File: config.mk
export PLATFORM = sky130hd
export DESIGN_NAME = fetch_queue
export DESIGN_NICKNAME = d
export VERILOG_FILES = /design/src/logic/fetch_pkg.sv /design/src/logic/fetch_queue.sv
export SDC_FILE = /design/constraint.sdc
export NUM_CORES = 1
export LEC_CHECK = 0
export BUFFER_PORTS_ARGS = -buffer_cell sky130_fd_sc_hd__buf_4
export CAP_MARGIN = 5
export CORE_AREA = 2 2 248 250
export DETAILED_ROUTE_END_ITERATION = 10
export DIE_AREA = 0 0 250 252
export PLACE_DENSITY = 0.72
export SYNTH_ARGS = -nofsm -noshare
export SYNTH_HDL_FRONTEND = slang
export SYNTH_SLANG_ARGS = --single-unit
File: constraint.sdc
create_clock -name clock -period 6.8 [get_ports clock]
set_input_delay 0.68 -clock clock [delete_from_list [all_inputs] [get_ports clock]]
set_output_delay 0.68 -clock clock [all_outputs]
set_load 0.01 [all_outputs]
File: src/logic/fetch_pkg.sv
package fetch_pkg;

    localparam int unsigned GHR_BITS = 6;

    typedef logic [31:0] addr_t;

    // RV32 major opcodes seen by fetch.
    typedef enum logic [6:0] {
        OP_BRANCH = 7'b1100011,
        OP_JAL    = 7'b1101111,
        OP_JALR   = 7'b1100111,
        OP_ALU    = 7'b0110011,
        OP_LOAD   = 7'b0000011
    } opcode_e;

    typedef enum logic {
        REFILL_IDLE,
        REFILL_WAIT
    } refill_state_e;

    typedef struct packed {
        logic        valid;
        logic [31:0] inst;
    } cache_lane_t;

    typedef struct packed {
        addr_t                pc;
        logic [31:0]          inst;
        logic                 is_branch;
        logic                 pred_taken;
        addr_t                pred_target;
        logic [GHR_BITS-1:0]  ghr_snapshot;  // History used for this prediction.
    } fetch_entry_t;

    // Branch outcome from execute.
    typedef struct packed {
        logic  valid;
        addr_t pc;
        logic  taken;
        addr_t target;
    } resolve_t;

endpackage

File: src/logic/fetch_queue.sv
`timescale 1ns/1ps

module fetch_queue #(
    parameter int unsigned FETCH_WIDTH = 2,
    parameter int unsigned QUEUE_DEPTH = 4
) (
    input  logic                    clock,
    input  logic                    reset,
    input  logic                    flush_i,
    input  logic                    push_i,
    input  fetch_pkg::fetch_entry_t bundle_i [FETCH_WIDTH],
    output logic                    full_o,
    input  logic                    pop_i,
    output logic                    out_valid_o,
    output fetch_pkg::fetch_entry_t bundle_o [FETCH_WIDTH]
);

    localparam int unsigned PTR_BITS = (QUEUE_DEPTH > 1) ? $clog2(QUEUE_DEPTH) : 1;
    localparam int unsigned CNT_BITS = $clog2(QUEUE_DEPTH + 1);

    fetch_pkg::fetch_entry_t slot_q [QUEUE_DEPTH][FETCH_WIDTH];
    logic [PTR_BITS-1:0]     rd_ptr_q;
    logic [PTR_BITS-1:0]     wr_ptr_q;
    logic [CNT_BITS-1:0]     count_q;
    logic                    do_push;
    logic                    do_pop;

    function automatic logic [PTR_BITS-1:0] ptr_inc(input logic [PTR_BITS-1:0] ptr);
        return (ptr == PTR_BITS'(QUEUE_DEPTH - 1)) ? '0 : ptr + 1'b1;
    endfunction

    assign full_o      = (count_q == CNT_BITS'(QUEUE_DEPTH));
    assign out_valid_o = (count_q != '0);
    assign do_push     = push_i & ~full_o;
    assign do_pop      = pop_i & out_valid_o;
    assign bundle_o    = slot_q[rd_ptr_q];

    always_ff @(posedge clock) begin
        if (reset || flush_i) begin
            rd_ptr_q <= '0;
            wr_ptr_q <= '0;
            count_q  <= '0;
        end else begin
            if (do_push) begin
                wr_ptr_q <= ptr_inc(wr_ptr_q);
            end
            if (do_pop) begin
                rd_ptr_q <= ptr_inc(rd_ptr_q);
            end
            case ({do_push, do_pop})
                2'b10:   count_q <= count_q + 1'b1;
                2'b01:   count_q <= count_q - 1'b1;
                default: count_q <= count_q;  // Both or neither.
            endcase
        end
    end

    always_ff @(posedge clock) begin
        if (do_push) begin
            slot_q[wr_ptr_q] <= bundle_i;
        end
    end

endmodule

==> results.cfg, run 1 <==
[run_status]
outcome = complete, no violations

[global_route]
first_global_vias = 14500
largest_net_degree_at_the_start_of_global_routing = 108
grt_antenna_before_repair = 7
grt_first_pass_wirelength_um = 88700
global_route.usage.total = 0.188
grt_overflow_total = 0

[setup_path]
path_buf_inv = 2
worst_setup_path_start_kind = flop
ff2ff_setup_slack_ps = 3790
r2r_cells = 4
critPathCaptureType = output pin
worstReg2RegEnd = slot_q[3][207]
worst_path_dominant_cell_family = flip-flops
timing_worst_setup_path_type = flop to output pin
maximum_fanout_along_the_worst_path = 99
worst_ep_required_time_ps = 6120
max_stage_delay_ps = 850
worst-endpoint-arrival_ps = 3100
crit_slowest_cell = dfxtp_4
critical_path.cell_chain = buf_12 > mux4_2 > buf_4
crit-reg2reg-launch = count_q[0]

[synthesis]
synth_warnings = 0
synth_fp_nets = 1362
ys_ff_latch = 841
mapped_avg_cell_area_sq_um = 26.7
synthDistinctLibCells = 24
syn-instance-count = 1142
post_synth_instance_area_sq_um = 30500
synth_seq_area_share = 0.825

[detailed_routing]
detail_route.wirelength_um = 59400
antenna_violating_nets_post_route = 0
route.detailed.wl_per_inst_um = 24.1
drt_pass1_iterations = 5
vias_per_cell = 5.55
drtIter0Drc = 996
drcViolationCount = 0
dr_total_vias = 13700

[floorplanning]
core_area_sq_um = 60100
design.die.area_sq_um = 63000
effective_utilization_at_floorplan = 0.507
dieHeight_um = 252
i_o_pin_total = 423
dieWidth_um = 250
rows = 90

[sta]
setup-violations-final = 0
min_tclk_post_route_ps = 3780
timing.final.crit_share = 0.557
timing.clock.skew_ps = 14.7
worst-slew-pin-transition_ps = 1030
max_slew_margin = 0.311
fin_tns_setup_ps = 0
rsz0062_at_grt = no
timing.fmax_mhz = 264
timing_hold_violations_final = 0
timing_max_transition_violations_final = 0
fin_worst_hold_slack_ps = 244

[cts]
cts.sinks = 841
clock-root-buffer = clkbuf_16
postCtsHoldBufs = 0
deepest_level_of_the_cts_h_tree = 3
cts_tree = done
clkTransAtPathRegs_ps = 60
cts-buffers-inserted = 83
postcts_setup_bufs = 0
resize_count_post_cts = 0
skew_pair_late_insertion_delay_ps = 620
clock_tree.buffer_depth = 3

[worst_hold_path]
worst_hold_path_type = input port to flop
hold_path_depth = 1
hold_path_startpoint = bundle_i[90]
holdPathEnd = slot_q[2][90]

[finish]
fin_util = 0.618
area_growth_pct = 21.9
post_layout_nonfiller_instances = 2462
mostFrequentLayoutCell = edfxtp_1
most-common-layout-cells = 832 x edfxtp_1, 427 x buf_4, 208 x mux4_2
final_net_count = 1834
layout-drive-gt1-share = 0.455

[place]
final_weighted_congestion_in_routability_driven_placement = 0.746
final_hpwl_from_detailed_placement_um = 35200
buffers_added_on_ports = 422
dp_cells = 2311

[power]
p_leak_nw = 12.3
p_total_w = 0.0109
power.density_cell_area_nw_per_um2 = 292
ir_worst_vdd_mv = 0.248

[flow_run]
count_of_maximum_capacitance_violations = 0
==> flip-flops by register name, indices dropped and copies added, names as in the netlist, named ones only <==
name / flops
slot_q: 832
count_q: 3
rd_ptr_q: 2
wr_ptr_q: 2
==> worst max-delay path by stage <==
| stage | startpoint | to | slack [ps] | cells after the start |
|---|---|---|---|---|
| finish | flop | bundle_o[81] | 3020 | 3 |
| global route | flop | bundle_o[81] | 2740 | 3 |
| CTS | flop | bundle_o[81] | 2870 | 3 |
| detailed placement | flop | bundle_o[81] | 3560 | 3 |
| global placement | flop | bundle_o[74] | 3560 | 3 |
| floorplan | push_i | slot_q[0][0] | 750 | 1 |
==> power breakdown <==
part | internal, W | total (W) | switching, W | leakage [nW]
clock network | 0.00251 | 0.00439 | 0.00188 | 1.27
logic | 0.000307 | 0.000600 | 0.000293 | 3.31
registers | 0.00584 | 0.00588 | 0.0000330 | 7.71
total | 0.00866 | 0.0109 | 0.00220 | 12.3
==> Yosys cell counts <==
cell,count,area (sq um)
nor2_1,5,18.8
o31ai_1,1,7.51
or2_2,1,6.26
a21oi_1,3,15.0
dfxtp_1,9,180
ha_1,6,75.1
o21ai_0,2,10.0
buf_6,16,180
and2_4,1,8.76
or3b_1,1,8.76
clkbuf_1,1,3.75
mux4_2,208,4680
buf_2,23,115
nand2_1,2,7.51
nand4_1,2,12.5
and3_1,4,25.0
o31ai_2,2,25.0
or3_1,3,18.8
xor2_1,2,17.5
buf_1,8,30.0
fa_1,1,20.0
inv_1,8,30.0
edfxtp_1,832,25000
nand3_1,1,5.00
==> cell families (layout without fill, tap and decap cells) <==
group / after synthesis / count (layout) / synth area share
xor gates and xnor gates: 2 / 2 / 0.000575
adders and majority gates: 7 / 7 / 0.00312
muxes: 208 / 208 / 0.154
AOI/OAI and AO/OA: 8 / 8 / 0.00189
other: 0 / 4 / 0
and+or+nand+nor: 20 / 20 / 0.00365
DFF: 841 / 841 / 0.825
buffers and inverters: 56 / 590 / 0.0118
==> per-layer routing <==
| metal | GRT usage | vias to the layer above | wire length, um |
|---|---|---|---|
| li1 | - | 5903 | - |
| met1 | 0.244 | 7154 | 23000 |
| met2 | 0.303 | 503 | 29800 |
| met3 | 0.0649 | 89 | 5340 |
| met4 | 0.0597 | 6 | 1130 |
| met5 | 0 | - | 40 |
==> worst register-to-register path, delay by kind of cell (launching register included) <==
kind | cells | cell delay, ps
AND/OR/NAND/NOR | 2 | 880
flip-flops | 1 | 400
buffers and inverters | 2 | 1300
==> per-stage QoR <==
step | setup slack [ps] | area [sq um]
finish | 3020 | 37200
global route | 2740 | 37200
CTS | 2870 | 37100
detailed placement | 3560 | 34500
global placement | 3560 | 34500
floorplan | 747 | 30500
==> final cells by class <==
class	instances	area (sq um)
Antenna cell	4	10.0
Clock buffer	98	2150
Clock inverter	49	459
Fill cell	4088	23000
Inverter	8	30.0
Multi-Input combinational cell	245	4990
Sequential cell	841	25200
Tap cell	782	978
Timing Repair Buffer	435	3370
Note: power is estimated with default switching activity, not from simulation.
==> run 2, diff against run 1 <==
==> constraint.sdc (replaced) <==
create_clock -name clock -period 3.9 [get_ports clock]
set_input_delay 0.39 -clock clock [delete_from_list [all_inputs] [get_ports clock]]
set_output_delay 0.39 -clock clock [all_outputs]
set_load 0.01 [all_outputs]
==> run 2 against run 1 <==
Net effect:
- die area is the same
- critical endpoint is now bundle_o[174]
- highest routed layer unchanged
- combinational power grew 110%
- clock power grew 90%
- largest cell class unchanged
- clock skew grew 1.5 ps
- utilization grew 4.5 points
- wire length grew 9.6%
- final cell count grew 10%
==> results.cfg, run 2 (same netlist as run 1, synthesis figures left out) <==
[run_status]
outcome = complete, no violations

[place]
postPlaceCellArea_sq_um = 34800
final_weighted_congestion_in_routability_driven_placement = 0.763
final_hpwl_from_detailed_placement_um = 37800
dp_cells = 2333
buffers_added_on_ports = 422

[sta]
fin_worst_hold_slack_ps = 123
timing.clock.skew_ps = 16.2
fin_tns_setup_ps = 0
max_slew_margin = 0.443
timing.fmax_mhz = 338
timing_max_transition_violations_final = 0
setup-violations-final = 0
worst-slew-pin-transition_ps = 835
min_tclk_post_route_ps = 2960
rsz0062_at_grt = no
timing.final.crit_share = 0.759
timing_hold_violations_final = 0

[cts]
clkTransAtPathRegs_ps = 60
cts-buffers-inserted = 85
deepest_level_of_the_cts_h_tree = 3
clock_tree.buffer_depth = 3
resize_count_post_cts = 0
clock-root-buffer = clkbuf_16
cts_tree = done
cts.sinks = 841
postcts_setup_bufs = 0
skew_pair_late_insertion_delay_ps = 630

[finish]
area_growth_pct = 30.7
post_layout_nonfiller_instances = 2707
most-common-layout-cells = 832 x edfxtp_1, 437 x buf_4, 208 x mux4_2, 208 x dlygate4sd3_1, 87 x clkbuf_16
fillCellCount = 3707
fin_util = 0.663
final_net_count = 2066
layout-drive-gt1-share = 0.420
stdcell_area_sq_um = 39800
reg_top3 = slot_q x832, count_q x3
flip_flop_count_of_the_largest_register_all_copies_and_words_added = 832
mostFrequentLayoutCell = edfxtp_1
regMostFlops = slot_q

[setup_path]
critPathCaptureType = output pin
worst_ep_required_time_ps = 3510
maximum_fanout_along_the_worst_path = 26
worst-endpoint-arrival_ps = 2570
timing_worst_setup_path_type = flop to output pin
crit-reg2reg-launch = count_q[2]
worst_setup_path_start_kind = flop

[power]
p_int_w = 0.0158
power.density_cell_area_nw_per_um2 = 498
seqPwrFrac = 0.516
power.share.switching = 0.204
ir_worst_vdd_mv = 0.512
comb_power_share = 0.064
net-switching-power_w = 0.00405
clock_power_share = 0.420
p_leak_nw = 13.4

[detailed_routing]
drcViolationCount = 0
vias_per_cell = 5.47
drtIter0Drc = 956
dr_total_vias = 14800
detail_route.wirelength_um = 65100
drt_pass1_iterations = 4
antenna_violating_nets_post_route = 0
route.detailed.wl_per_inst_um = 24.1

[worst_hold_path]
hold_path_startpoint = push_i
worst_hold_path_type = input port to flop

[floorplanning]
dieWidth_um = 250
dieHeight_um = 252
rows = 90
core_area_sq_um = 60100
effective_utilization_at_floorplan = 0.507
i_o_pin_total = 423
design.die.area_sq_um = 63000

[flow_run]
count_of_maximum_capacitance_violations = 0

[global_route]
grt_overflow_total = 0
grt_antenna_before_repair = 10
grt_first_pass_wirelength_um = 97400
global_route.usage.total = 0.206
largest_net_degree_at_the_start_of_global_routing = 64
first_global_vias = 15900
-- run 2: routing by layer --
| layer | share of wire | GRT usage | vias up |
|---|---|---|---|
| met3 | 0.077 | 0.0610 | 113 |
| met1 | 0.38 | 0.259 | 7744 |
| met5 | 0.00041 | 0 | - |
| li1 | - | - | 6390 |
| met4 | 0.025 | 0.0732 | 4 |
| met2 | 0.51 | 0.346 | 556 |
-- run 2: path summary, 6_finish.rpt --
check,endpoint,slack (ps),cells past startpoint
worst max-delay path,bundle_o[174],940,4
worst min-delay path,wr_ptr_q[1],120,3
worst max register to register,count_q[2],1400,9
worst min register to register,flop,500,2
-- run 2: cell type report --
class,count,area [sq um],area share
sequential,841,25200,0.632
clock inverter,54,608,0.0153
antenna,8,20.0,0.000503
inverter,8,30.0,0.000754
clock buffer,104,2280,0.0573
timing repair buffer,665,5760,0.145
multi-input combinational,245,4990,0.125
tap,782,978,0.0246
-- run 2: timing repair --
item,4_1_cts,5_1_grt
hold endpoints to repair,832,0
setup endpoints to repair,0,0
hold buffers,208,0
-- run 2: worst max-delay path, stage by stage (launching register included) --
cell	delay (ps)
dfxtp_4	520
buf_12	280
buf_4	360
mux4_2	590
buf_4	170
-- run 2: power groups by stage --
stage	registers, W	logic, W	clock network [W]
floorplan	0.0104	0.000442	0
global placement	0.0104	0.00107	0
detailed placement	0.0104	0.00109	0
CTS	0.0102	0.00128	0.00846
global route	0.0103	0.00135	0.00883
finish	0.0102	0.00127	0.00833
-- run 2: through the flow --
stage / total power, W / worst slack [ps]
after global placement: 0.0115 / 1540
after global routing: 0.0204 / 768
after floorplan: 0.0109 / 293
final: 0.0199 / 941
after detailed placement: 0.0115 / 1430
after CTS: 0.0200 / 864
==> run 3, diff against run 2 <==
==> constraint.sdc (replaced) <==
create_clock -name clock -period 2.92 [get_ports clock]
set_input_delay 0.292 -clock clock [delete_from_list [all_inputs] [get_ports clock]]
set_output_delay 0.292 -clock clock [all_outputs]
set_load 0.01 [all_outputs]
==> run 3 against run 2 <==
Net effect:
- clock power increased by 17%
- sequential power increased by 34%
- wire length decreased by 2.1%
- critical path type unchanged
- largest cell class unchanged
- highest routed layer unchanged
==> results.cfg, run 3 (same netlist as run 1, synthesis figures left out) <==
[cts]
cts-buffers-inserted = 83
cts.sinks = 841
clock_tree.buffer_depth = 3
clock-root-buffer = clkbuf_16
resize_count_post_cts = 0
skew_pair_late_insertion_delay_ps = 610
cts_tree = done
postcts_setup_bufs = 0
deepest_level_of_the_cts_h_tree = 3
clkTransAtPathRegs_ps = 60

[sta]
rsz0062_at_grt = no
max_slew_margin = 0.561
timing.fmax_mhz = 363
timing.final.crit_share = 0.944
timing_max_transition_violations_final = 0
min_tclk_post_route_ps = 2760
timing_hold_violations_final = 0
worst-slew-pin-transition_ps = 658
timing.clock.skew_ps = 25.3
setup-violations-final = 0

[place]
buffers_added_on_ports = 422
postPlaceCellArea_sq_um = 35000
final_weighted_congestion_in_routability_driven_placement = 0.757
final_hpwl_from_detailed_placement_um = 38100

[global_route]
grt_first_pass_wirelength_um = 95900
grt_antenna_before_repair = 6
largest_net_degree_at_the_start_of_global_routing = 54
grt_overflow_total = 0
first_global_vias = 16000
global_route.usage.total = 0.203

[floorplanning]
core_area_sq_um = 60100
dieHeight_um = 252
design.die.area_sq_um = 63000
rows = 90
effective_utilization_at_floorplan = 0.507
dieWidth_um = 250
i_o_pin_total = 423

[power]
p_int_w = 0.0200
net-switching-power_w = 0.00514
p_total_w = 0.0251
p_leak_nw = 13.4
power.share.switching = 0.204
power.density_cell_area_nw_per_um2 = 635
clock_power_share = 0.389
seqPwrFrac = 0.544
comb_power_share = 0.067
ir_worst_vdd_mv = 0.519

[setup_path]
critPathCaptureType = output pin
ff2ff_setup_slack_ps = 430
worst_setup_path_start_kind = flop
crit-reg2reg-launch = count_q[2]
maximum_fanout_along_the_worst_path = 20
worst-endpoint-arrival_ps = 2470
worst_ep_required_time_ps = 2630
timing_worst_setup_path_type = flop to output pin

[finish]
reg_top3 = slot_q x832, count_q x3
stdcell_area_sq_um = 39600
most-common-layout-cells = 832 x edfxtp_1, 459 x buf_4, 211 x dlygate4sd3_1
mostFrequentLayoutCell = edfxtp_1
regMostFlops = slot_q
layout-drive-gt1-share = 0.416
area_growth_pct = 29.8
flip_flop_count_of_the_largest_register_all_copies_and_words_added = 832
final_net_count = 2087

[detailed_routing]
drt_pass1_iterations = 5
vias_per_cell = 5.42
drtIter0Drc = 914
detail_route.wirelength_um = 63700
route.detailed.wl_per_inst_um = 23.5
drcViolationCount = 0
dr_total_vias = 14700
antenna_violating_nets_post_route = 0

[run_status]
outcome = complete, no violations

[worst_hold_path]
hold_path_startpoint = flush_i
worst_hold_path_type = input port to flop

[flow_run]
count_of_maximum_capacitance_violations = 0
## run 3: layer usage
| metal | global-route usage | part of all wire | vias up | wire length [um] |
|---|---|---|---|---|
| met5 | 0 | 0.00028 | - | 18 |
| met4 | 0.0595 | 0.020 | 4 | 1270 |
| met3 | 0.0538 | 0.074 | 93 | 4700 |
| met2 | 0.338 | 0.51 | 485 | 32500 |
| met1 | 0.266 | 0.40 | 7711 | 25200 |
| li1 | - | - | 6414 | - |
## run 3: repair_timing
item,4_1_cts,5_1_grt
endpoints found under the hold margin,836,0
endpoints found under the setup margin,0,0
hold buffers,211,0
## run 3: final timing paths
kind / endpoint / cells after the start
hold / removal: count_q[2] / 3
setup / recovery: bundle_o[28] / 3
hold reg to reg: flop / 2
setup reg to reg: count_q[2] / 9
## run 3: layout make-up
class	count	area [sq um]
Antenna cell	4	10.0
Clock buffer	106	2180
Clock inverter	40	297
Fill cell	3824	20600
Inverter	8	30.0
Multi-Input combinational cell	245	4990
Sequential cell	841	25200
Tap cell	782	978
Timing Repair Buffer	688	5920
## run 3: per-stage QoR
step / setup slack (ps) / TNS [ps] / hold WS, ps / std cells / utilization
after detailed placement: 489 / 0 / 495 / 2353 / 0.582
after global routing: 45.8 / 0 / 65.4 / 2714 / 0.658
after CTS: 71.6 / 0 / 8.16 / 2710 / 0.658
after floorplan: -687 / -571870 / 391 / 1142 / -
final: 163 / 0 / 69.3 / 2714 / 0.658
after global placement: 568 / 0 / 468 / 2353 / 0.582
## run 3: power groups by stage
stage / clock network [W] / registers [W] / logic [W]
after floorplan: 0 / 0.0139 / 0.000591
final: 0.00978 / 0.0137 / 0.00169
after global routing: 0.0104 / 0.0137 / 0.00180
after global placement: 0 / 0.0139 / 0.00142
after CTS: 0.00999 / 0.0137 / 0.00170
after detailed placement: 0 / 0.0139 / 0.00145
## run 3: worst max-delay path, cell delays in order (launching register included)
cell and delay (ps):
dfxtp_4 600, buf_4 460, mux4_2 600, buf_4 180
