### config.mk
export PLATFORM = sky130hd
export DESIGN_NAME = branch_predictor
export DESIGN_NICKNAME = d
export VERILOG_FILES = /design/src/logic/fetch_pkg.sv /design/src/logic/branch_predictor.sv
export SDC_FILE = /design/constraint.sdc
export NUM_CORES = 1
export LEC_CHECK = 0
export BUFFER_PORTS_ARGS = -buffer_cell sky130_fd_sc_hd__buf_4
export CORE_UTILIZATION = 46
export CTS_CLUSTER_SIZE = 8
export DETAILED_ROUTE_END_ITERATION = 7
export PLACE_DENSITY_LB_ADDON = 0.12
export SLEW_MARGIN = 0
export SYNTH_ARGS = -nofsm -noshare
export SYNTH_HDL_FRONTEND = slang
export SYNTH_SLANG_ARGS = --single-unit
### constraint.sdc
create_clock -name clock -period 7.7 [get_ports clock]
set_input_delay 0.77 -clock clock [delete_from_list [all_inputs] [get_ports clock]]
set_output_delay 0.77 -clock clock [all_outputs]
set_load 0.005 [all_outputs]
### src/logic/fetch_pkg.sv
package fetch_pkg;

    localparam int unsigned GHR_BITS = 6;

    typedef logic [31:0] addr_t;

    // RV32 major opcodes seen by fetch.
    typedef enum logic [6:0] {
        OP_BRANCH = 7'b1100011,
        OP_JAL    = 7'b1101111,
        OP_JALR   = 7'b1100111,
        OP_ALU    = 7'b0110011,
        OP_LOAD   = 7'b0000011
    } opcode_e;

    typedef enum logic {
        REFILL_IDLE,
        REFILL_WAIT
    } refill_state_e;

    typedef struct packed {
        logic        valid;
        logic [31:0] inst;
    } cache_lane_t;

    typedef struct packed {
        addr_t                pc;
        logic [31:0]          inst;
        logic                 is_branch;
        logic                 pred_taken;
        addr_t                pred_target;
        logic [GHR_BITS-1:0]  ghr_snapshot;  // History used for this prediction.
    } fetch_entry_t;

    // Branch outcome from execute.
    typedef struct packed {
        logic  valid;
        addr_t pc;
        logic  taken;
        addr_t target;
    } resolve_t;

endpackage

### src/logic/branch_predictor.sv
`timescale 1ns/1ps

module branch_predictor #(
    parameter int unsigned PHT_ENTRIES = 64,
    parameter int unsigned BTB_ENTRIES = 16
) (
    input  logic                           clock,
    input  logic                           reset,
    input  logic                           req_valid_i,
    input  fetch_pkg::addr_t               req_pc_i,
    output logic                           taken_o,
    output fetch_pkg::addr_t               target_o,
    output logic [fetch_pkg::GHR_BITS-1:0] ghr_o,
    input  fetch_pkg::resolve_t            resolve_i
);

    localparam int unsigned PHT_BITS = $clog2(PHT_ENTRIES);
    localparam int unsigned BTB_BITS = (BTB_ENTRIES > 1) ? $clog2(BTB_ENTRIES) : 1;
    localparam int unsigned TAG_BITS = 30 - BTB_BITS;
    localparam int unsigned GHR_BITS = fetch_pkg::GHR_BITS;

    typedef struct packed {
        logic [TAG_BITS-1:0] tag;
        fetch_pkg::addr_t    target;
    } btb_entry_t;

    logic [1:0]           pht_q [PHT_ENTRIES];
    logic [BTB_ENTRIES-1:0] btb_valid_q;
    btb_entry_t           btb_q [BTB_ENTRIES];
    logic [GHR_BITS-1:0]  ghr_q;
    logic [PHT_BITS-1:0]  req_idx;
    logic [PHT_BITS-1:0]  upd_idx;
    logic [BTB_BITS-1:0]  req_slot;
    logic [BTB_BITS-1:0]  upd_slot;
    logic                 btb_hit;
    logic [1:0]           upd_ctr;

    function automatic logic [PHT_BITS-1:0] pht_index(input fetch_pkg::addr_t pc,
                                                      input logic [GHR_BITS-1:0] ghr);
        return pc[2 +: PHT_BITS] ^ PHT_BITS'(ghr);
    endfunction

    function automatic logic [BTB_BITS-1:0] btb_slot(input fetch_pkg::addr_t pc);
        return pc[2 +: BTB_BITS];
    endfunction

    function automatic logic [TAG_BITS-1:0] btb_tag(input fetch_pkg::addr_t pc);
        return pc[31 -: TAG_BITS];
    endfunction

    always_comb begin
        req_idx  = pht_index(req_pc_i, ghr_q);
        req_slot = btb_slot(req_pc_i);
        btb_hit  = btb_valid_q[req_slot] && (btb_q[req_slot].tag == btb_tag(req_pc_i));
        taken_o  = req_valid_i && pht_q[req_idx][1] && btb_hit;  // Counter 2 or 3.
        target_o = taken_o ? btb_q[req_slot].target : '0;
    end

    assign ghr_o = ghr_q;

    // Saturating move toward the resolved outcome.
    always_comb begin
        upd_idx  = pht_index(resolve_i.pc, ghr_q);
        upd_slot = btb_slot(resolve_i.pc);
        upd_ctr  = pht_q[upd_idx];
        if (resolve_i.taken && upd_ctr != 2'd3) begin
            upd_ctr = upd_ctr + 2'd1;
        end else if (!resolve_i.taken && upd_ctr != 2'd0) begin
            upd_ctr = upd_ctr - 2'd1;
        end
    end

    always_ff @(posedge clock) begin
        if (reset) begin
            for (int i = 0; i < PHT_ENTRIES; i++) begin
                pht_q[i] <= 2'b01;  // Weakly not-taken.
            end
            btb_valid_q <= '0;
            ghr_q       <= '0;
        end else if (resolve_i.valid) begin
            pht_q[upd_idx] <= upd_ctr;
            if (resolve_i.taken) begin
                btb_valid_q[upd_slot] <= 1'b1;
            end
            ghr_q <= {ghr_q[GHR_BITS-2:0], resolve_i.taken};
        end
    end

    always_ff @(posedge clock) begin
        if (resolve_i.valid && resolve_i.taken) begin
            btb_q[upd_slot].tag    <= btb_tag(resolve_i.pc);
            btb_q[upd_slot].target <= resolve_i.target;
        end
    end

endmodule

==> run summary, run 1 <==
The data arrival at the endpoint of the critical path is 4.92 ns. The area overhead of the layout relative to synthesis was 15.2%; the number of nets in the finished design was 2534. The number of vias per cell came out at 6.03. Number of warnings printed during yosys synthesis: 0.

The worst reg2reg path depth works out to 13. The first-pass GRT wire length came out at 157000 µm. The fraction of the mapped netlist area in compound gates is 0.0239.

The logs give 0 for the cts-stage hold buffer count and 0.0272 ns for the clock skew after layout. The tools report the fmax as 176 MHz. In this run, placement finished with an instance count of 3531. STA classifies the critical path endpoint as a primary output. The run gives 0 as the post-route antenna net violation count. The average cell area after synthesis came out at 19.5 µm².

The tools report the proportion of synthesized chip area in sequential cells as 0.734. For the number of antenna violations at the first check in global routing, the log shows 8. In the final layout, flip-flops and latches occupy 32200 µm². By area the synthesized netlist is led by sky130_fd_sc_hd__edfxtp_1 (72%), sky130_fd_sc_hd__mux4_2 (15%), sky130_fd_sc_hd__nand2_1 (1.1%), sky130_fd_sc_hd__nor2_1 (1.0%), sky130_fd_sc_hd__dfxtp_1 (1.0%). The post-synth design cell area is 43800 µm².

The multi-input combinational cells in the finished layout cover a total of 11100 µm². The root cell of the clock tree was sky130_fd_sc_hd__clkbuf_16. The maximum number of pins on one net before global-route repair came out at 114.

The combinational family with the most area after synthesis is multiplexers. The die extent in y is 311 µm, and the worst endpoint required time is 6.93 ns. Summing over every cut layer, the via total after detailed routing is 22500. The worst hold path begins at resolve_i[60]. The clock drives 1078 sinks. Global-route total usage across every layer: 0.224. H-tree level count: 4. The die covers 96400 µm². Before antenna repair, the detailed router went through 6 iterations. The fraction of synthesized cell area in xor and xnor cells is 0.0101.

The tools report the category of the worst setup path launch point as a primary input. Hold timing on the final database bottoms out at a slack of 0.333 ns. Once the clock tree was built, the resizer swapped 0 gates to a different size.

For this run, design rule violations remaining after detail routing come to 0. The max-slew violation count came out at 0. The clock reaches the later pin of the worst-skew pair after 0.74 ns.

The post-CTS clock slew at the launch and capture registers of the worst setup and hold paths is 0.05 ns. The total negative setup slack is 0 ns, and the maximum fanout count along the critical path is 92. For the number of cells produced by synthesis, the log shows 2241. Counting along the longest clock path gives a buffer depth of 3. The post-synthesis register bit count is 1078, and the fraction of synthesis flops using an asynchronous set or reset pin is 0.

Summed over all layers, the routed wires come to 106000 µm. The worst setup path is of the primary input to primary output kind. The number of buffers inserted during clock tree synthesis is 152. The synthesized-area fraction occupied by and/or/nand/nor cells was 0.0555; the number of inserted filler cells in the final layout was 7238. Setup repair after global routing left no endpoint under its margin. In this run the critical register-to-register path is captured at pht_q[38][0]$_SDFFCE_PN1P_. Post-synthesis adder-cell area fraction: 0.000571.

TritonCTS built the clock tree. The clock period minus worst slack was 5.69 ns. The path with the worst hold slack has its endpoint at btb_q[12][53]$_DFFE_PP_. At the end of routability-driven placement, the weighted congestion stood at 0.842.

The synthesized design contains 1056 enable-type register cells. The standard cell core area was 93700 µm²; the worst-case headroom to the max-slew limit was 0.239. The proportion of netlist area held by the largest area contributor came out at 0.724. The number of setup buffers added after CTS is 0.

The horizontal extent of the die is 311 µm, and the number of standard-cell rows in the floorplan is 112. The number of cells on the worst hold path came out at 1. The count of port buffers added during placement works out to 135. For the pin with the worst max-slew slack, the measured transition is 1.14 ns.

For flop-to-flop paths, the worst setup slack is 2.48 ns. Summed over all cells, the static leakage comes to 16.2 nW. For this block, the initial DRC count from the detailed router was 2011. The mux cell area share after synthesis is 0.160, and the top-level port count is 140. For the initial core utilization, the log shows 0.467.

For this run, the number of standard cells in the final layout without fillers is 3731. The core occupancy in the finished layout came out at 0.538. The tools report the total overflow reported by the global router as 0.

The tools report the post-synthesis net count as 2344. The worst register-to-register path begins at ghr_o[1]$_SDFFE_PP0P_. The via count of the first global-routing pass was 23600. The total power density per cell area was 263 nW/µm². The post-detailed-placement half-perimeter wirelength came out at 55500 µm. Maximum vdd drop: 193 µV. The share of layout cells above drive strength 1 was 0.277. Summed over all instances, the cell type with the most area after synthesis is sky130_fd_sc_hd__edfxtp_1. The tightest min-delay check is of the primary input to flip-flop type.

The run finished with clean final reports. For this run, the leading register cell type out of synthesis is sky130_fd_sc_hd__edfxtp_1. The completed layout was analyzed and its total power is 0.0133 W. Across the run, the number of max-cap violations was 0. The number of endpoints with negative hold slack in the final report is 0. The ratio of final minimum period to clock period is 0.739, and the setup violation total in the final timing report is 0. The run gives 61 as the number of distinct library cells after synthesis. In the final routed layout, each cell accounts on average for 28.5 µm.
-- worst max-delay path by stage --
stage	from	end	slack [ns]
3_3_place_gp	req_pc_i[3]	target_o[6]	1.86
6_report	req_pc_i[3]	target_o[20]	2.01
5_1_grt	req_pc_i[3]	target_o[12]	1.67
2_1_floorplan	resolve_i[65]	btb_q[0][0]$_DFFE_PP_	1.53
4_1_cts	req_pc_i[3]	target_o[3]	1.86
3_5_place_dp	req_pc_i[3]	target_o[3]	1.86
-- power breakdown --
| group | leakage, nW | internal (W) | total, W | switching, W |
|---|---|---|---|---|
| combinational | 4.50 | 0.000308 | 0.000817 | 0.000509 |
| clock | 2.01 | 0.00360 | 0.00591 | 0.00231 |
| sequential | 9.65 | 0.00653 | 0.00655 | 0.0000223 |
| total | 16.2 | 0.0104 | 0.0133 | 0.00284 |
-- flip-flops by register name (all words and copies together) (netlist names) --
register,cells
btb_q,928
pht_q,128
btb_valid_q,16
ghr_o,6
-- final cells by class --
type                       instances  area share
antenna                            2   0.0000992
clock buffer                     190      0.0799
clock inverter                     8     0.00211
inverter                           3    0.000223
multi-input combinational       1011       0.221
sequential                      1078       0.637
tap                             1254      0.0311
timing repair buffer             185      0.0284
-- cells in the final DEF (no fill, tap or decap), types with 28 or more instances in the layout --
master,instances
sky130_fd_sc_hd__nand2_1,127
sky130_fd_sc_hd__nand4_1,70
sky130_fd_sc_hd__edfxtp_1,1056
sky130_fd_sc_hd__buf_4,180
sky130_fd_sc_hd__clkbuf_1,34
sky130_fd_sc_hd__and3_1,33
sky130_fd_sc_hd__clkbuf_16,156
sky130_fd_sc_hd__mux2i_1,28
sky130_fd_sc_hd__nor3_1,29
sky130_fd_sc_hd__nor2_1,103
sky130_fd_sc_hd__nand2b_1,45
sky130_fd_sc_hd__mux4_2,285
-- cells in the mapped netlist, drive strengths merged (7+ instances only) --
cell / n
nand2b: 45
buf: 62
xnor2: 23
a31oi: 12
a22o: 10
mux2i: 28
nor3: 33
a22oi: 10
a221oi: 11
nor4: 20
and3: 33
o21ai: 7
edfxtp: 1056
a21o: 22
and2: 7
a311oi: 12
mux2: 8
nand2: 127
nand3: 18
nor2b: 11
nand4: 70
dfxtp: 22
clkbuf: 87
nor2: 119
xor2: 25
o22ai: 12
a21oi: 10
mux4: 294
-- per-stage QoR --
| stage | setup WS [ns] | cell area [µm²] |
|---|---|---|
| 2_1_floorplan | 1.53 | 43800 |
| 3_3_place_gp | 1.86 | 46300 |
| 3_5_place_dp | 1.86 | 46300 |
| 4_1_cts | 1.86 | 50400 |
| 5_1_grt | 1.67 | 50500 |
| 6_report | 2.01 | 50500 |
-- per-layer routing --
metal / GRT usage / routed length (µm) / up-vias / part of all wire
met5: 0 / 69 / - / 0.00065
met1: 0.307 / 44600 / 11900 / 0.42
met4: 0.0668 / 2110 / 12 / 0.020
met3: 0.0500 / 7410 / 183 / 0.070
met2: 0.360 / 52000 / 795 / 0.49
li1: - / - / 9597 / -
-- cells by family (layout without fill, tap and decap cells) --
kind of cell | Yosys count | count (layout)
other | 0 | 2
AOI/OAI and AO/OA | 138 | 138
xor gates and xnor gates | 48 | 48
and+or+nand+nor | 493 | 493
buffers and inverters | 152 | 386
adders and majority gates | 2 | 2
DFF | 1078 | 1078
muxes | 330 | 330
-- critical path, cell delays in order --
cell                       delay (ns)
sky130_fd_sc_hd__clkbuf_8        0.73
sky130_fd_sc_hd__buf_4           0.82
sky130_fd_sc_hd__mux4_2          0.61
sky130_fd_sc_hd__a221oi_1        0.35
sky130_fd_sc_hd__xnor2_1         0.14
sky130_fd_sc_hd__nor2_1          0.10
sky130_fd_sc_hd__nand4_1         0.22
sky130_fd_sc_hd__nor4_4          0.32
sky130_fd_sc_hd__buf_4           0.37
sky130_fd_sc_hd__and3_1          0.25
sky130_fd_sc_hd__buf_4           0.11
(Power assumes the default switching activity.)
==> run 2: changes to the inputs <==
- clock period: 7.7 -> 5.45 ns (I/O delays scaled with it)
==> run 2 against run 1 <==
Cell area grew 0.80%. Total power rose by 42%. Sequential share of layout area is 0.50 points lower. Wire length is 1.8% higher. Largest power group unchanged. Final cell count is 0.46% higher. Worst setup slack worse by 1.4 ns. Register-to-register slack worse by 1.6 ns. Via count grew 0.87%. Global-route usage is 0.35 points higher. Count of clock-buffer cells in the layout shrank 16.
==> run summary, run 2 (synthesis gave the netlist of run 1 again) <==
The non-filler instance count after layout was 3748 (+0.46%); the horizontal extent of the die was 311 µm (unchanged). The tools report the number of inserted filler cells in the final layout as 7177 (-0.84%). The logs give 46700 µm² (+0.76%) for the post-placement cell area and 7 (-1) for the number of antenna violations at the first check in global routing. The tools report the detailed-routing iteration count for the pre-antenna-repair pass as 5 (-1). The highest cell delay on the worst timing path came out at 0.70 ns (-0.12 ns).

The tools report the max-slew violation count as 0 (unchanged). The tools report the total negative setup slack as 0 ns (unchanged). The detailed-route DRC error count came out at 0 (unchanged).

The run gives 0 (unchanged) as the post-route antenna net violation count. The number of buffer and inverter stages on the critical path was 3 (-1). The kind of path behind the tightest hold check is primary input to flip-flop.

The run gives 0.491 (-0.002) as the proportion of power drawn by flip-flops and latches. The average wire length per cell after detail routing is 28.8 µm (+1.4%), and the core occupancy in the finished layout is 0.542 (+0.00428). The flip-flop count of the largest register, all copies and words added came out at 928 (unchanged). The tools report the total internal power as 0.0147 W (+41%). For the maximum number of pins on one net before global-route repair, the log shows 107 (-6.1%). For this design, the slowest cell found on the critical path is sky130_fd_sc_hd__dfxtp_1. For the via count of the first global-routing pass, the log shows 24000 (+1.7%). The initial core utilization is 0.467 (unchanged), and the number of endpoints with negative hold slack in the final report is 0 (unchanged). The run gives 0 (unchanged) as the cts-stage hold buffer count. The run gives 0.00415 W (+46%) as the power spent charging and discharging nets.

The tools report the number of standard-cell rows in the floorplan as 112 (unchanged). STA classifies the critical path startpoint as a flip-flop. The total power density per cell area was 370 nW/µm² (+41%). The worst-case headroom to the max-slew limit is 0.109 (-0.130), and the ratio of final minimum period to clock period is 0.890. The violation count after the first detailed-route iteration was 2311 (+15%); the maximum fanout count along the critical path was 33 (-64%). The tools report the total routed wirelength as 108000 µm (+1.8%). The clock skew after layout is 0.0296 ns (+0.00242 ns), and the first-pass GRT wire length is 160000 µm (+2.0%). For the H-tree level count, the log shows 4 (unchanged). The library cell used most frequently in the layout, excluding fill and tap cells, is sky130_fd_sc_hd__edfxtp_1. For this run, the top clock speed supported by timing is 206 MHz.

The overall via count from detail_route came out at 22700 (+0.87%). Number of nets in the finished design: 2559 (+0.99%). Measured slew at the worst slew-check pin: 1.33 ns (+0.192 ns).

The number of vias per cell came out at 6.06 (+0.41%). Walking the worst path, the cells encountered are xor2_2 > buf_4 > mux4_2 > nand2_1 > a21oi_1 > a31oi_1 > a22oi_1 > a21o_1 > buf_4 > and3_1 > buf_4. Root cell of the clock tree: sky130_fd_sc_hd__clkbuf_16. The run gives 0 (unchanged) as the number of resized instances in the post-cts repair step. The area of the die came out at 96400 µm² (unchanged). Most prevalent standard cell on the critical path: sky130_fd_sc_hd__buf_4.

The logs give 3556 (+0.71%) for the placed instance count and 152 (unchanged) for the number of buffers inserted during clock tree synthesis. The clock period minus worst slack works out to 4.85 ns. The number of sinks handled by clock tree synthesis was 1078 (unchanged); the area overhead of the layout relative to synthesis was 16.1%. The tools report the global-route total usage across every layer as 0.228 (+0.00355). The switching part of the total power is 0.220 (+0.00610).

The maximum vdd drop is 313 µV (+62%). The die extent in y was 311 µm (unchanged); the maximum root-to-sink buffer count was 3 (unchanged). STA classifies the critical path endpoint as a primary output. For the standard cell core area, the log shows 93700 µm² (unchanged).

The data arrival at the endpoint of the critical path came out at 4.30 ns (-0.62 ns). For the worst endpoint required time, the log shows 4.91 ns (-2.02 ns). For the routability congestion estimate, the log shows 0.828 (-1.7%).

The leakage power of the design is 16.4 nW (+1.2%). Leaving out fill and tap cells, the most frequent cells in the layout are sky130_fd_sc_hd__edfxtp_1 (1056), sky130_fd_sc_hd__mux4_2 (285), sky130_fd_sc_hd__buf_4 (193). The top-level port count is 140 (unchanged). The proportion of power drawn by the clock network was 0.446 (about the same). The clock insertion delay at the later pin of the skew report was 0.75 ns (about the same).

The largest delay contributor family on the critical path is flip-flops. The run gives 0 (unchanged) as the setup fix buffers added after clock tree synthesis. The worst setup path is of the flip-flop to primary output kind. The share of layout cells above drive strength 1 came out at 0.286 (+0.00935). The post-CTS clock slew at the launch and capture registers of the worst setup and hold paths was 0.05 ns (about the same); the worst hold margin was 0.103 ns (-0.230 ns). The run finished with clean final reports. The count of port buffers added during placement is 135 (unchanged), and the total overflow reported by the global router is 0 (unchanged).

The largest registers in the layout are btb_q: 928 flops, pht_q: 128 flops, btb_valid_q: 16 flops. Reported max-cap violation count: 0 (unchanged). Setup repair after global routing left no endpoint under its margin. The logic gate share of total power is 0.063 (+0.002), and the post-detailed-placement half-perimeter wirelength is 57600 µm (+3.8%).

TritonCTS built the clock tree. Largest register by flop count: btb_q. The area of all placed cells without fillers is 50900 µm² (+0.80%). The setup violation total in the final timing report came out at 0 (unchanged).
run 2: per-stage QoR:
step                total power (W)  worst slack [ns]
floorplan                    0.0101              1.08
global placement             0.0106             0.624
detailed placement           0.0106             0.548
CTS                          0.0190             0.539
global route                 0.0194             0.364
finish                       0.0188             0.600
run 2: area by class of cell:
cell class	count	area (µm²)	share of cell area
tap	1254	1570	0.0309
sequential	1078	32200	0.632
antenna	2	5.00	0.0000984
inverter	3	11.3	0.000221
multi-input combinational	1011	11200	0.219
clock buffer	174	3890	0.0764
clock inverter	16	300	0.00590
timing repair buffer	210	1770	0.0349
run 2: worst register-to-register path, cell delays in order, from the launching register on:
cell and delay [ns]:
sky130_fd_sc_hd__dfxtp_1 0.70, sky130_fd_sc_hd__xor2_2 0.44, sky130_fd_sc_hd__buf_12 0.26, sky130_fd_sc_hd__mux4_1 0.62, sky130_fd_sc_hd__mux2i_1 0.26, sky130_fd_sc_hd__a32oi_1 0.15, sky130_fd_sc_hd__nand4_1 0.24, sky130_fd_sc_hd__nor2_1 0.11
sky130_fd_sc_hd__ha_1 0.32, sky130_fd_sc_hd__nor2_1 0.05, sky130_fd_sc_hd__nor2_1 0.10, sky130_fd_sc_hd__a32o_2 0.60, sky130_fd_sc_hd__buf_12 0.31, sky130_fd_sc_hd__nor4_1 0.12
run 2: path summary, 6_finish.rpt:
check,startpoint,end,slack (ns),depth (start not counted)
worst min-delay path,resolve_i[24],btb_q[10][24]$_DFFE_PP_,0.10,1
worst max-delay path,ghr_o[0]$_SDFFE_PP0P_,target_o[31],0.60,11
worst max register to register,ghr_o[0]$_SDFFE_PP0P_,pht_q[53][1]$_SDFFCE_PN0P_,0.89,13
worst min register to register,btb_valid_q[7]$_SDFFE_PP0P_,btb_valid_q[7]$_SDFFE_PP0P_,0.47,2
run 2: power by group through the flow:
stage / sequential [W] / clock (W) / combinational [W]
3_5_place_dp: 0.00941 / 0 / 0.00120
2_1_floorplan: 0.00940 / 0 / 0.000739
3_3_place_gp: 0.00940 / 0 / 0.00118
6_report: 0.00926 / 0.00839 / 0.00119
5_1_grt: 0.00925 / 0.00889 / 0.00128
4_1_cts: 0.00925 / 0.00855 / 0.00121
run 2: routing by layer:
metal / share of wire / vias to the layer above / global-route usage
met5: 0.00041 / - / 0
met4: 0.021 / 8 / 0.0659
met3: 0.060 / 171 / 0.0459
met2: 0.49 / 750 / 0.365
met1: 0.43 / 12100 / 0.317
li1: - / 9649 / -
