**config.mk**
```make
export PLATFORM = sky130hd
export DESIGN_NAME = stage_fetch
export DESIGN_NICKNAME = d
export VERILOG_FILES = /design/src/logic/fetch_pkg.sv /design/src/logic/stage_fetch.sv
export SDC_FILE = /design/constraint.sdc
export NUM_CORES = 1
export LEC_CHECK = 0
export BUFFER_PORTS_ARGS = -buffer_cell sky130_fd_sc_hd__buf_4
export CORE_AREA = 8 8 168 170
export DETAILED_ROUTE_END_ITERATION = 12
export DIE_AREA = 0 0 176 178
export PLACE_DENSITY_LB_ADDON = 0.12
export SLEW_MARGIN = 20
export SYNTH_ARGS = -nofsm -noshare
export SYNTH_HDL_FRONTEND = slang
export SYNTH_SLANG_ARGS = --single-unit
```
**constraint.sdc**
```tcl
create_clock -name clock -period 3 [get_ports clock]
set_input_delay 0.3 -clock clock [delete_from_list [all_inputs] [get_ports clock]]
set_output_delay 0.3 -clock clock [all_outputs]
set_load 0.05 [all_outputs]
```
**src/logic/fetch_pkg.sv**
```systemverilog
package fetch_pkg;

    localparam int unsigned GHR_BITS = 6;

    typedef logic [31:0] addr_t;

    // RV32 major opcodes seen by fetch.
    typedef enum logic [6:0] {
        OP_BRANCH = 7'b1100011,
        OP_JAL    = 7'b1101111,
        OP_JALR   = 7'b1100111,
        OP_ALU    = 7'b0110011,
        OP_LOAD   = 7'b0000011
    } opcode_e;

    typedef enum logic {
        REFILL_IDLE,
        REFILL_WAIT
    } refill_state_e;

    typedef struct packed {
        logic        valid;
        logic [31:0] inst;
    } cache_lane_t;

    typedef struct packed {
        addr_t                pc;
        logic [31:0]          inst;
        logic                 is_branch;
        logic                 pred_taken;
        addr_t                pred_target;
        logic [GHR_BITS-1:0]  ghr_snapshot;  // History used for this prediction.
    } fetch_entry_t;

    // Branch outcome from execute.
    typedef struct packed {
        logic  valid;
        addr_t pc;
        logic  taken;
        addr_t target;
    } resolve_t;

endpackage

```
**src/logic/stage_fetch.sv**
```systemverilog
`timescale 1ns/1ps

module stage_fetch #(
    parameter int unsigned FETCH_WIDTH = 2
) (
    input  logic                          clock,
    input  logic                          reset,
    output fetch_pkg::addr_t              lane_addr_o [FETCH_WIDTH],
    input  fetch_pkg::cache_lane_t        lane_i      [FETCH_WIDTH],
    output logic                          bp_req_valid_o,
    output fetch_pkg::addr_t              bp_req_pc_o,
    output logic                          bp_req_used_o,
    input  logic                          bp_taken_i,
    input  fetch_pkg::addr_t              bp_target_i,
    input  logic [fetch_pkg::GHR_BITS-1:0] bp_ghr_i,
    input  logic                          queue_full_i,
    output logic                          bundle_valid_o,
    output fetch_pkg::fetch_entry_t       bundle_o    [FETCH_WIDTH],
    input  logic                          redirect_valid_i,
    input  fetch_pkg::addr_t              redirect_pc_i,
    input  logic                          fetch_enable_i,
    output logic                          fetch_stall_o
);

    localparam int unsigned LANE_BITS = (FETCH_WIDTH > 1) ? $clog2(FETCH_WIDTH) : 1;
    localparam fetch_pkg::addr_t BUNDLE_BYTES = fetch_pkg::addr_t'(4 * FETCH_WIDTH);

    fetch_pkg::addr_t   pc_q;
    fetch_pkg::addr_t   pc_d;
    fetch_pkg::addr_t   lane_pc [FETCH_WIDTH];
    fetch_pkg::opcode_e lane_op [FETCH_WIDTH];
    logic               lanes_ready;
    logic               found_branch;
    logic [LANE_BITS-1:0] branch_lane;
    logic               take_target;

    always_comb begin
        lanes_ready = 1'b1;
        for (int i = 0; i < FETCH_WIDTH; i++) begin
            lane_pc[i]     = pc_q + fetch_pkg::addr_t'(4 * i);
            lane_addr_o[i] = lane_pc[i];
            lane_op[i]     = fetch_pkg::opcode_e'(lane_i[i].inst[6:0]);
            lanes_ready    = lanes_ready & lane_i[i].valid;
        end
    end

    // Scan from the top so the lowest branch lane wins.
    always_comb begin
        found_branch = 1'b0;
        branch_lane  = '0;
        for (int i = FETCH_WIDTH - 1; i >= 0; i--) begin
            if (lane_i[i].valid && lane_op[i] == fetch_pkg::OP_BRANCH) begin
                found_branch = 1'b1;
                branch_lane  = LANE_BITS'(i);
            end
        end
    end

    assign fetch_stall_o  = ~lanes_ready | queue_full_i;
    assign bundle_valid_o = fetch_enable_i & lanes_ready & ~queue_full_i & ~redirect_valid_i;

    assign bp_req_valid_o = fetch_enable_i & found_branch;
    assign bp_req_pc_o    = found_branch ? lane_pc[branch_lane] : '0;
    assign bp_req_used_o  = bundle_valid_o & found_branch;
    assign take_target    = bundle_valid_o & found_branch & bp_taken_i;

    always_comb begin
        for (int i = 0; i < FETCH_WIDTH; i++) begin
            bundle_o[i].pc           = lane_pc[i];
            bundle_o[i].inst         = lane_i[i].inst;
            bundle_o[i].is_branch    = 1'b0;
            bundle_o[i].pred_taken   = 1'b0;
            bundle_o[i].pred_target  = '0;
            bundle_o[i].ghr_snapshot = '0;
        end
        if (found_branch) begin
            bundle_o[branch_lane].is_branch    = 1'b1;
            bundle_o[branch_lane].pred_taken   = bp_taken_i;
            bundle_o[branch_lane].pred_target  = bp_target_i;
            bundle_o[branch_lane].ghr_snapshot = bp_ghr_i;
        end
    end

    always_comb begin
        if (redirect_valid_i) begin
            pc_d = redirect_pc_i;
        end else if (take_target) begin
            pc_d = bp_target_i;  // Predicted taken.
        end else if (bundle_valid_o) begin
            pc_d = pc_q + BUNDLE_BYTES;
        end else begin
            pc_d = pc_q;  // Blocked or disabled.
        end
    end

    always_ff @(posedge clock) begin
        if (reset) begin
            pc_q <= '0;
        end else begin
            pc_q <= pc_d;
        end
    end

endmodule

```
==> run_results.csv, run 1 <==
group,metric,value,unit
die,rows,59,
sta,max_freq,350,MHz
die,dieHeight,178,um
grt,grt_pass1_vias,6174,
worst_setup_path,critPathTopFamily,"simple AND/OR/NAND/NOR gates",
drt,drt-total-wl,29.4,mm
hold_path,min_path_cells,3,
sta,finalCriticalPeriod,2850,ps
power,p_leak,3.64,nW
sta,hold_ws,290,ps
die,io-pin-count,450,
clock_tree,hold_buffers,0,
worst_setup_path,worstSetupPathType,"register to primary output",
synthesis,synth_ff_type,"dfxtp_1",
worst_setup_path,path_buf_inv,2,
sta,fin_worst_skew,4.78,ps
flow_run,max-cap-violations,0,
power,combPwrFrac,49.5,%
final_layout,fill_cells,2834,
sta,rsz0062_at_grt,"yes",
clock_tree,cts_tree,"yes",
power,powerDensity,275,nW/um2
worst_setup_path,path_cells,"ha_2, nand4_1, nor3_4, buf_4, nand4_1, a21o_1, a21o_1, buf_4",
drt,drc,0,
sta,hold_viol,0,
worst_setup_path,reg2reg_depth,6,
power,internal-power,0.00113,W
synthesis,synth_edf_count,0,
grt,antenna_found_initial,1,
hold_path,hold_end,"pc_q[1]",
power,ir_drop,0.159,mV
power,p_switching,0.000949,W
hold_path,hp-start,"redirect_pc_i[1]",
place,portBuffers,349,
worst_setup_path,startpoint_type,"register",
power,power.share.switching,45.6,%
place,gp_congestion,0.767,
grt,grt_max_degree,43,
synthesis,synth-seq-cells,32,
place,placed_cells,1239,
final_layout,area_growth,52.2,%
final_layout,nets,1056,
clock_tree,cts_made_buffers,5,
sta,tns,0,ps
synthesis,yosysUniqueCellTypes,63,
final_layout,layout-drive-gt1-share,50.9,%
final_layout,seq_area,643,um2
synthesis,ys_seq_area_share,12.9,%
grt,grt_first_pass_wirelength,41.7,mm
drt,ant_nets,0,
die,die_x,176,um
clock_tree,cts_sinks,32,
clock_tree,clk_pin_slew,60,ps
worst_setup_path,cp_slowest_stage_delay,450,ps
hold_path,hp-class,"primary input to register",
drt,firstDrtPassIters,5,
clock_tree,cts_root_buf,"clkbuf_16",
grt,track_usage,17.8,%
sta,worst_pin_slew,846,ps
drt,vias,5759,
worst_setup_path,cp-startpoint,"pc_q[4]",
drt,wire_per_inst,23.5,um
power,p_seq_share,23.2,%
synthesis,syn_area,4970,um2
final_layout,regMostFlops,"pc_q",
die,dieArea,31300,um2
synthesis,syn_nets,846,
power,power_frac_clock,27.3,%
synthesis,syn_inst,702,
clock_tree,cts.path.max_buffers,2,
synthesis,synth_warnings,0,
worst_setup_path,cp_slowest_cell,"dfxtp_2",
worst_setup_path,critPathMaxFanout,12,
sta,slew_violations,0,
clock_tree,htreeDepth,2,
worst_setup_path,rrSetupSlack,720,ps
synthesis,ys_async_sr_fraction,0,%
drt,drt_iter0_markers,312,
grt,grt-ovfl-total,0,
sta,finalSetupViolCount,0,
final_layout,final_cells,1247,
worst_setup_path,cp.required,2700,ps
worst_setup_path,r2r_start,"pc_q[6]",
worst_setup_path,r2r_end,"pc_q[16]",
place,dpl-instance-area,7390,um2
worst_setup_path,cp.arrival,2550,ps
worst_setup_path,endpoint_kind,"primary output",
final_layout,design_area,7570,um2
final_layout,multi_input_area,3310,um2
drt,via_per_inst,4.62,
sta,min_period_over_period,95.2,%
die,core_area,25600,um2
synthesis,avgSynthCellArea,7.08,um2
run_status,outcome,"completed",
place,dpl.hpwl,24.0,mm
final_layout,reg.largest.list,"pc_q x32",
final_layout,n_antenna_cell,0,
clock_tree,insertion_delay,290,ps
die,start_util,19.4,%
sta,slew_headroom,43.3,%
final_layout,largest_reg_flops,32,
-- worst reg2reg max path: stages (launching register included) --
cell      delay (ps)
dfxtp_1          360
buf_4            190
nand2_1          220
nor4_4           610
nand3_1          230
xor2_1           190
a221oi_1         360
-- per-stage QoR --
| step | util [%] | setup WS, ps | power, W |
|---|---|---|---|
| after CTS | 29.5 | 38.2 | 0.00211 |
| after global placement | 28.8 | 334 | 0.00153 |
| after floorplan | - | -276 | 0.00139 |
| final | 29.5 | 145 | 0.00208 |
| after detailed placement | 28.8 | 293 | 0.00153 |
| after global routing | 29.5 | -7.21 | 0.00217 |
-- layer usage --
metal  vias to the layer above  global-route usage (%)  share of wire (%)
met5                         -                       0                  0
met3                        26                    5.19                7.5
li1                       2731                       -                  -
met4                         0                    3.85                1.1
met2                       275                    32.5                 52
met1                      2727                    20.3                 40
-- cell usage in the layout, fill, tap and decap left out, types with 4 or more instances in the layout --
cell type  instances
inv_1              6
nor2_1            39
clkbuf_16          5
xor2_1            18
o32ai_1            6
a21boi_0           4
and2_1            78
a31oi_1            4
o21ai_0           38
xnor2_2           11
nor3_1            16
xnor2_1           10
dfxtp_1           30
nand3_1           16
buf_4            396
nand4_1           19
a22oi_1           20
o21ai_1            5
a311oi_1           4
a22o_1             8
xnor2_4            4
a21oi_1           18
o221ai_1           5
and3_1             4
o22ai_1           14
a21o_1             4
nand2_1           52
o31ai_2            9
-- cells by family (layout without fill, tap and decap cells) --
logic type               after synthesis  count (layout)  share of synthesized area (%)
adder cells (fa/ha/maj)                2               2                          0.503
AO/OA/AOI/OAI                        163             163                           22.3
AND/OR/NAND/NOR                      254             254                           29.3
XOR/XNOR                              46              46                           8.10
multiplexers                           1               1                          0.201
flip-flops                            32              32                           12.9
buffers and inverters                204             414                           26.7
-- final cells by class --
type                    count  share of cell area (%)
inverters                   9                   0.446
flip-flops and latches     32                    8.50
clock buffers               7                    2.02
well taps                 335                    5.54
multi-input cells         466                    43.7
repair buffers            398                    39.8
-- Yosys cell counts, drive strengths merged, types with 5 or more instances --
master | number | area [um2]
a21oi | 18 | 90.1
a22o | 8 | 70.1
a22oi | 20 | 150
and2 | 78 | 488
buf | 168 | 1190
clkbuf | 27 | 103
dfxtp | 32 | 641
inv | 8 | 30.0
nand2 | 53 | 201
nand3 | 19 | 100
nand4 | 22 | 165
nor2 | 40 | 153
nor3 | 19 | 123
nor4 | 5 | 82.6
o21ai | 44 | 220
o221ai | 5 | 43.8
o22ai | 14 | 87.6
o31ai | 14 | 105
o32ai | 6 | 52.6
xnor2 | 25 | 219
xor2 | 21 | 184
-- how the worst max path moves through the flow --
stage                       to  cells after the start
6_report       bp_req_pc_o[27]                      8
5_1_grt        bp_req_pc_o[27]                      8
4_1_cts        bp_req_pc_o[26]                      7
3_5_place_dp   bp_req_pc_o[31]                      7
3_3_place_gp   bp_req_pc_o[31]                      7
2_1_floorplan  bp_req_pc_o[28]                      7
-- power groups by stage --
stage	Clock, W	Combinational [W]	Sequential (W)
6_report	0.000568	0.00103	0.000483
4_1_cts	0.000589	0.00104	0.000483
3_5_place_dp	0	0.00104	0.000492
5_1_grt	0.000600	0.00108	0.000487
2_1_floorplan	0	0.000817	0.000577
3_3_place_gp	0	0.00104	0.000490
-- timing repair --
item | CTS | global route
buffers inserted | 1 | 0
hold endpoints to repair | 0 | 0
gates resized for setup | 1 | 5
setup endpoints to repair | 1 | 11
pin swaps | 1 | 1
(Power assumes the default switching activity.)
==> run 2: changes to the inputs <==
BUFFER_PORTS_ARGS = -buffer_cell sky130_fd_sc_hd__buf_2   (was -buffer_cell sky130_fd_sc_hd__buf_4)
==> run 2 against run 1 <==
Sequential power barely moved. Worst hold slack worse by 6.3 ps. Largest cell class unchanged. Highest routed layer is now met5. Utilization fell by 2.9 points. First-iteration DRC count shrank 12%. Non-clock buffer count is 5 higher. Critical path depth decreased by 1. Sequential share of layout area rose by 0.92 points.
==> run_results.csv, run 2 (same netlist as run 1, synthesis figures left out) <==
group,metric,value,unit
run_status,outcome,"completed",
die,die_x,176,um
final_layout,final_cell_mix,"buf_2 (341), and2_1 (78), nand2_1 (52)",
clock_tree,cts_tree,"yes",
final_layout,multi_input_area,3290,um2
drt,firstDrtPassIters,4,
sta,finalCriticalPeriod,2840,ps
sta,fin_worst_skew,6.67,ps
die,rows,59,
sta,min_period_over_period,94.7,%
worst_setup_path,cp.arrival,2540,ps
die,start_util,19.4,%
worst_setup_path,worstSetupPathType,"register to primary output",
final_layout,regMostFlops,"pc_q",
final_layout,final_common_cell,"buf_2",
hold_path,hold_end,"pc_q[0]",
worst_setup_path,critPathTopFamily,"simple AND/OR/NAND/NOR gates",
drt,drc,0,
flow_run,max-cap-violations,0,
sta,finalSetupViolCount,0,
final_layout,seq_area,643,um2
sta,slew_violations,0,
final_layout,fill_cells,2869,
sta,rsz0062_at_grt,"no",
drt,vias,5766,
worst_setup_path,endpoint_kind,"primary output",
worst_setup_path,cp.required,2700,ps
drt,via_per_inst,4.60,
clock_tree,cts_root_buf,"clkbuf_16",
clock_tree,hold_buffers,0,
power,ir_drop,0.163,mV
clock_tree,insertion_delay,280,ps
power,powerDensity,284,nW/um2
drt,drt-total-wl,28.7,mm
worst_setup_path,reg2reg_depth,6,
drt,wire_per_inst,22.8,um
grt,grt_first_pass_wirelength,41.3,mm
final_layout,largest_reg_flops,32,
place,dpl.hpwl,23.6,mm
grt,grt_max_degree,45,
die,core_area,25600,um2
sta,hold_viol,0,
worst_setup_path,path_cells,"ha_1, nand4_1, nor3_4, nand2_2, or3_1, o31ai_4, buf_12",
clock_tree,clk_pin_slew,60,ps
final_layout,area_growth,37.4,%
final_layout,final_core_util,26.7,%
grt,grt-ovfl-total,0,
die,dieArea,31300,um2
power,p_leak,3.59,nW
hold_path,min_path_cells,3,
clock_tree,htreeDepth,2,
grt,track_usage,17.6,%
drt,ant_nets,0,
sta,worst_pin_slew,933,ps
hold_path,hp-class,"primary input to register",
place,portBuffers,349,
final_layout,reg.largest.list,"pc_q x32",
grt,grt_pass1_vias,6166,
clock_tree,cts_setup_buffers,0,
worst_setup_path,critPathMaxFanout,10,
clock_tree,cts_sinks,32,
sta,max_freq,352,MHz
worst_setup_path,rrSetupSlack,530,ps
clock_tree,cts.path.max_buffers,2,
die,dieHeight,178,um
clock_tree,cts_made_buffers,5,
worst_setup_path,path_buf_inv,1,
die,io-pin-count,450,
sta,slew_headroom,37.5,%
worst_setup_path,cp_slowest_stage_delay,470,ps
place,gp_congestion,0.797,
drt,drt_iter0_markers,275,
worst_setup_path,r2r_end,"pc_q[16]",
worst_setup_path,cp_slowest_cell,"or3_1",
sta,hold_ws,283,ps
worst_setup_path,r2r_start,"pc_q[5]",
hold_path,hp-start,"redirect_pc_i[0]",
final_layout,layout-drive-gt1-share,51.1,%
final_layout,nets,1061,
worst_setup_path,startpoint_type,"register",
clock_tree,cts_resized,0,
grt,antenna_found_initial,3,
-- run 2: through the flow --
step	worst slack (ps)	power (W)	area (um2)	cells	TNS (ps)
4_1_cts	30.7	0.00198	6810	1253	0
3_5_place_dp	335	0.00142	6660	1245	0
3_3_place_gp	328	0.00143	6660	1245	0
2_1_floorplan	-276	0.00139	5240	702	-1290
6_report	159	0.00194	6830	1254	0
5_1_grt	2.06	0.00204	6830	1253	0
-- run 2: how the worst max path moves through the flow --
stage	startpoint	depth (start not counted)	slack, ps	endpoint
global placement	lane_i[36]	7	330	pc_q[16]
CTS	pc_q[4]	7	30	bp_req_pc_o[31]
detailed placement	lane_i[4]	7	330	bp_req_pc_o[6]
global route	pc_q[3]	8	2	bp_req_pc_o[26]
finish	pc_q[4]	7	160	bp_req_pc_o[31]
floorplan	pc_q[17]	7	-280	bp_req_pc_o[28]
-- run 2: routing by layer --
layer / up-vias / wire length, um / track usage (%)
li1: 2736 / - / -
met1: 2717 / 11700 / 20.6
met4: 6 / 319 / 3.39
met3: 27 / 2220 / 4.53
met2: 280 / 14400 / 31.8
met5: - / 37 / 0.320
-- run 2: worst min-delay path, delay by kind of cell --
family / cells / cell delay [ps]
AOI/OAI and AO/OA: 1 / 50
buffers and inverters: 1 / 90
and+or+nand+nor: 1 / 70
-- run 2: area by class of cell --
type                            instances  area share [%]
Multi-Input combinational cell        466            48.2
Clock inverter                          2           0.147
Sequential cell                        32            9.42
Antenna cell                            1          0.0366
Timing Repair Buffer                  403            33.5
Tap cell                              335            6.14
Inverter                                9           0.495
Clock buffer                            6            2.03
-- run 2: where the power goes --
part	switching, W	leakage, nW	internal [W]
Combinational	0.000690	3.24	0.000233
Sequential	0.0000286	0.265	0.000452
Clock	0.000210	0.0766	0.000328
Total	0.000929	3.59	0.00101
==> run 3: changes to the inputs <==
PLACE_DENSITY = 0.47   (was unset)
PLACE_DENSITY_LB_ADDON = unset   (was 0.12)
==> run 3 against run 2 <==
Sequential power about the same. Critical endpoint is now lane_addr_o[26]. Critical path type unchanged. Total power rose by 3.9%. Sequential share of layout area fell by 0.062 points.
==> run_results.csv, run 3 (same netlist as run 1, synthesis figures left out) <==
group,metric,value,unit
grt,track_usage,17.4,%
sta,tns,0,ps
power,p_seq_share,23.8,%
drt,via_per_inst,4.66,
sta,hold_ws,290,ps
final_layout,nets,1061,
drt,drc,0,
clock_tree,hold_buffers,0,
clock_tree,cts_made_buffers,5,
die,start_util,19.4,%
sta,fin_worst_skew,4.73,ps
clock_tree,htreeDepth,2,
place,dpl-instance-area,6650,um2
clock_tree,cts.path.max_buffers,2,
power,power_frac_clock,30.0,%
die,core_area,25600,um2
die,dieHeight,178,um
sta,worst_pin_slew,571,ps
hold_path,hp-class,"primary input to register",
die,io-pin-count,450,
grt,grt-ovfl-total,0,
place,gp_congestion,0.830,
drt,drt-total-wl,28.9,mm
worst_setup_path,critPathMaxFanout,14,
final_layout,final_common_cell,"buf_2",
final_layout,reg.largest.list,"pc_q x32",
sta,finalSetupViolCount,0,
sta,finalCriticalPeriod,2820,ps
drt,wire_per_inst,23.0,um
grt,grt_first_pass_wirelength,40.2,mm
clock_tree,cts_sinks,32,
final_layout,largest_reg_flops,32,
worst_setup_path,endpoint_kind,"primary output",
power,powerDensity,293,nW/um2
clock_tree,insertion_delay,280,ps
final_layout,layout-drive-gt1-share,51.1,%
worst_setup_path,reg2reg_depth,6,
final_layout,area_growth,38.3,%
final_layout,final_core_util,26.8,%
final_layout,final_cell_mix,"buf_2 (342), and2_1 (78), nand2_1 (52), buf_4 (52)",
power,combPwrFrac,46.2,%
place,dpl.hpwl,23.6,mm
power,internal-power,0.00108,W
place,placed_cells,1243,
place,portBuffers,349,
final_layout,final_cells,1256,
worst_setup_path,cp.required,2700,ps
grt,grt_pass1_vias,6032,
hold_path,min_path_cells,3,
sta,rsz0062_at_grt,"no",
final_layout,design_area,6880,um2
die,dieArea,31300,um2
die,die_x,176,um
clock_tree,clk_pin_slew,60,ps
drt,firstDrtPassIters,4,
drt,ant_nets,0,
worst_setup_path,cp.arrival,2520,ps
worst_setup_path,startpoint_type,"register",
sta,slew_headroom,61.6,%
clock_tree,cts_tree,"yes",
clock_tree,cts_root_buf,"clkbuf_16",
die,rows,59,
flow_run,max-cap-violations,0,
power,p_leak,3.60,nW
final_layout,regMostFlops,"pc_q",
power,p_switching,0.000941,W
worst_setup_path,worstSetupPathType,"register to primary output",
drt,drt_iter0_markers,232,
sta,slew_violations,0,
grt,grt_max_degree,45,
run_status,outcome,"completed",
power,power.share.switching,46.7,%
power,ir_drop,0.202,mV
sta,max_freq,355,MHz
sta,hold_viol,0,
grt,antenna_found_initial,6,
drt,vias,5858,
sta,min_period_over_period,93.9,%
## run 3: cell types whose count changed in the layout (fill, tap and decap cells not counted), moves of 2 or more
cell,change
diode_2,+2
clkbuf_4,-2
nand3_2,-2
buf_4,+2
## run 3: power groups by stage
stage / registers, W / logic [W] / clock network, W
2_1_floorplan: 0.000577 / 0.000817 / 0
3_3_place_gp: 0.000488 / 0.000940 / 0
3_5_place_dp: 0.000489 / 0.000939 / 0
4_1_cts: 0.000479 / 0.000941 / 0.000619
5_1_grt: 0.000484 / 0.000979 / 0.000637
6_report: 0.000480 / 0.000932 / 0.000604
## run 3: layer usage
layer | global-route usage [%] | share of wire [%] | vias to the layer above | wire length, um
met4 | 5.09 | 1.7 | 4 | 492
met5 | 0 | 0.10 | - | 29
met2 | 31.3 | 51 | 296 | 14700
met3 | 4.36 | 7.2 | 34 | 2070
met1 | 19.9 | 40 | 2773 | 11600
li1 | - | - | 2751 | -
## run 3: layout make-up
| class | count | area [um2] |
|---|---|---|
| Clock inverter | 3 | 42.5 |
| Inverter | 9 | 33.8 |
| Timing Repair Buffer | 403 | 2280 |
| Clock buffer | 5 | 125 |
| Tap cell | 335 | 419 |
| Fill cell | 2829 | 18700 |
| Antenna cell | 3 | 7.51 |
| Multi-Input combinational cell | 466 | 3320 |
| Sequential cell | 32 | 643 |
## run 3: what timing repair did
action                                 CTS  global route
gates resized for setup                  1             5
buffers inserted                         1             1
pin swaps                                1             1
setup endpoints to repair                3            13
endpoints found under the hold margin    0             0
## run 3: worst paths after layout
kind | start | slack [ps] | to
setup / recovery | pc_q[3] | 180 | lane_addr_o[26]
hold / removal | redirect_pc_i[1] | 290 | pc_q[1]
setup reg to reg | pc_q[11] | 580 | pc_q[16]
hold reg to reg | pc_q[0] | 540 | pc_q[0]
## run 3: critical path: stages (launching register included)
cell and delay (ps):
dfxtp_2 410, ha_1 320, nand3_4 180, nor4_4 290
buf_4 260, nand3_1 270, xnor2_4 210, buf_2 280
## run 3: metrics by stage
stage	power (W)	setup slack [ps]
CTS	0.00204	55.7
global placement	0.00143	297
detailed placement	0.00143	241
finish	0.00202	183
global route	0.00210	16.7
floorplan	0.00139	-276
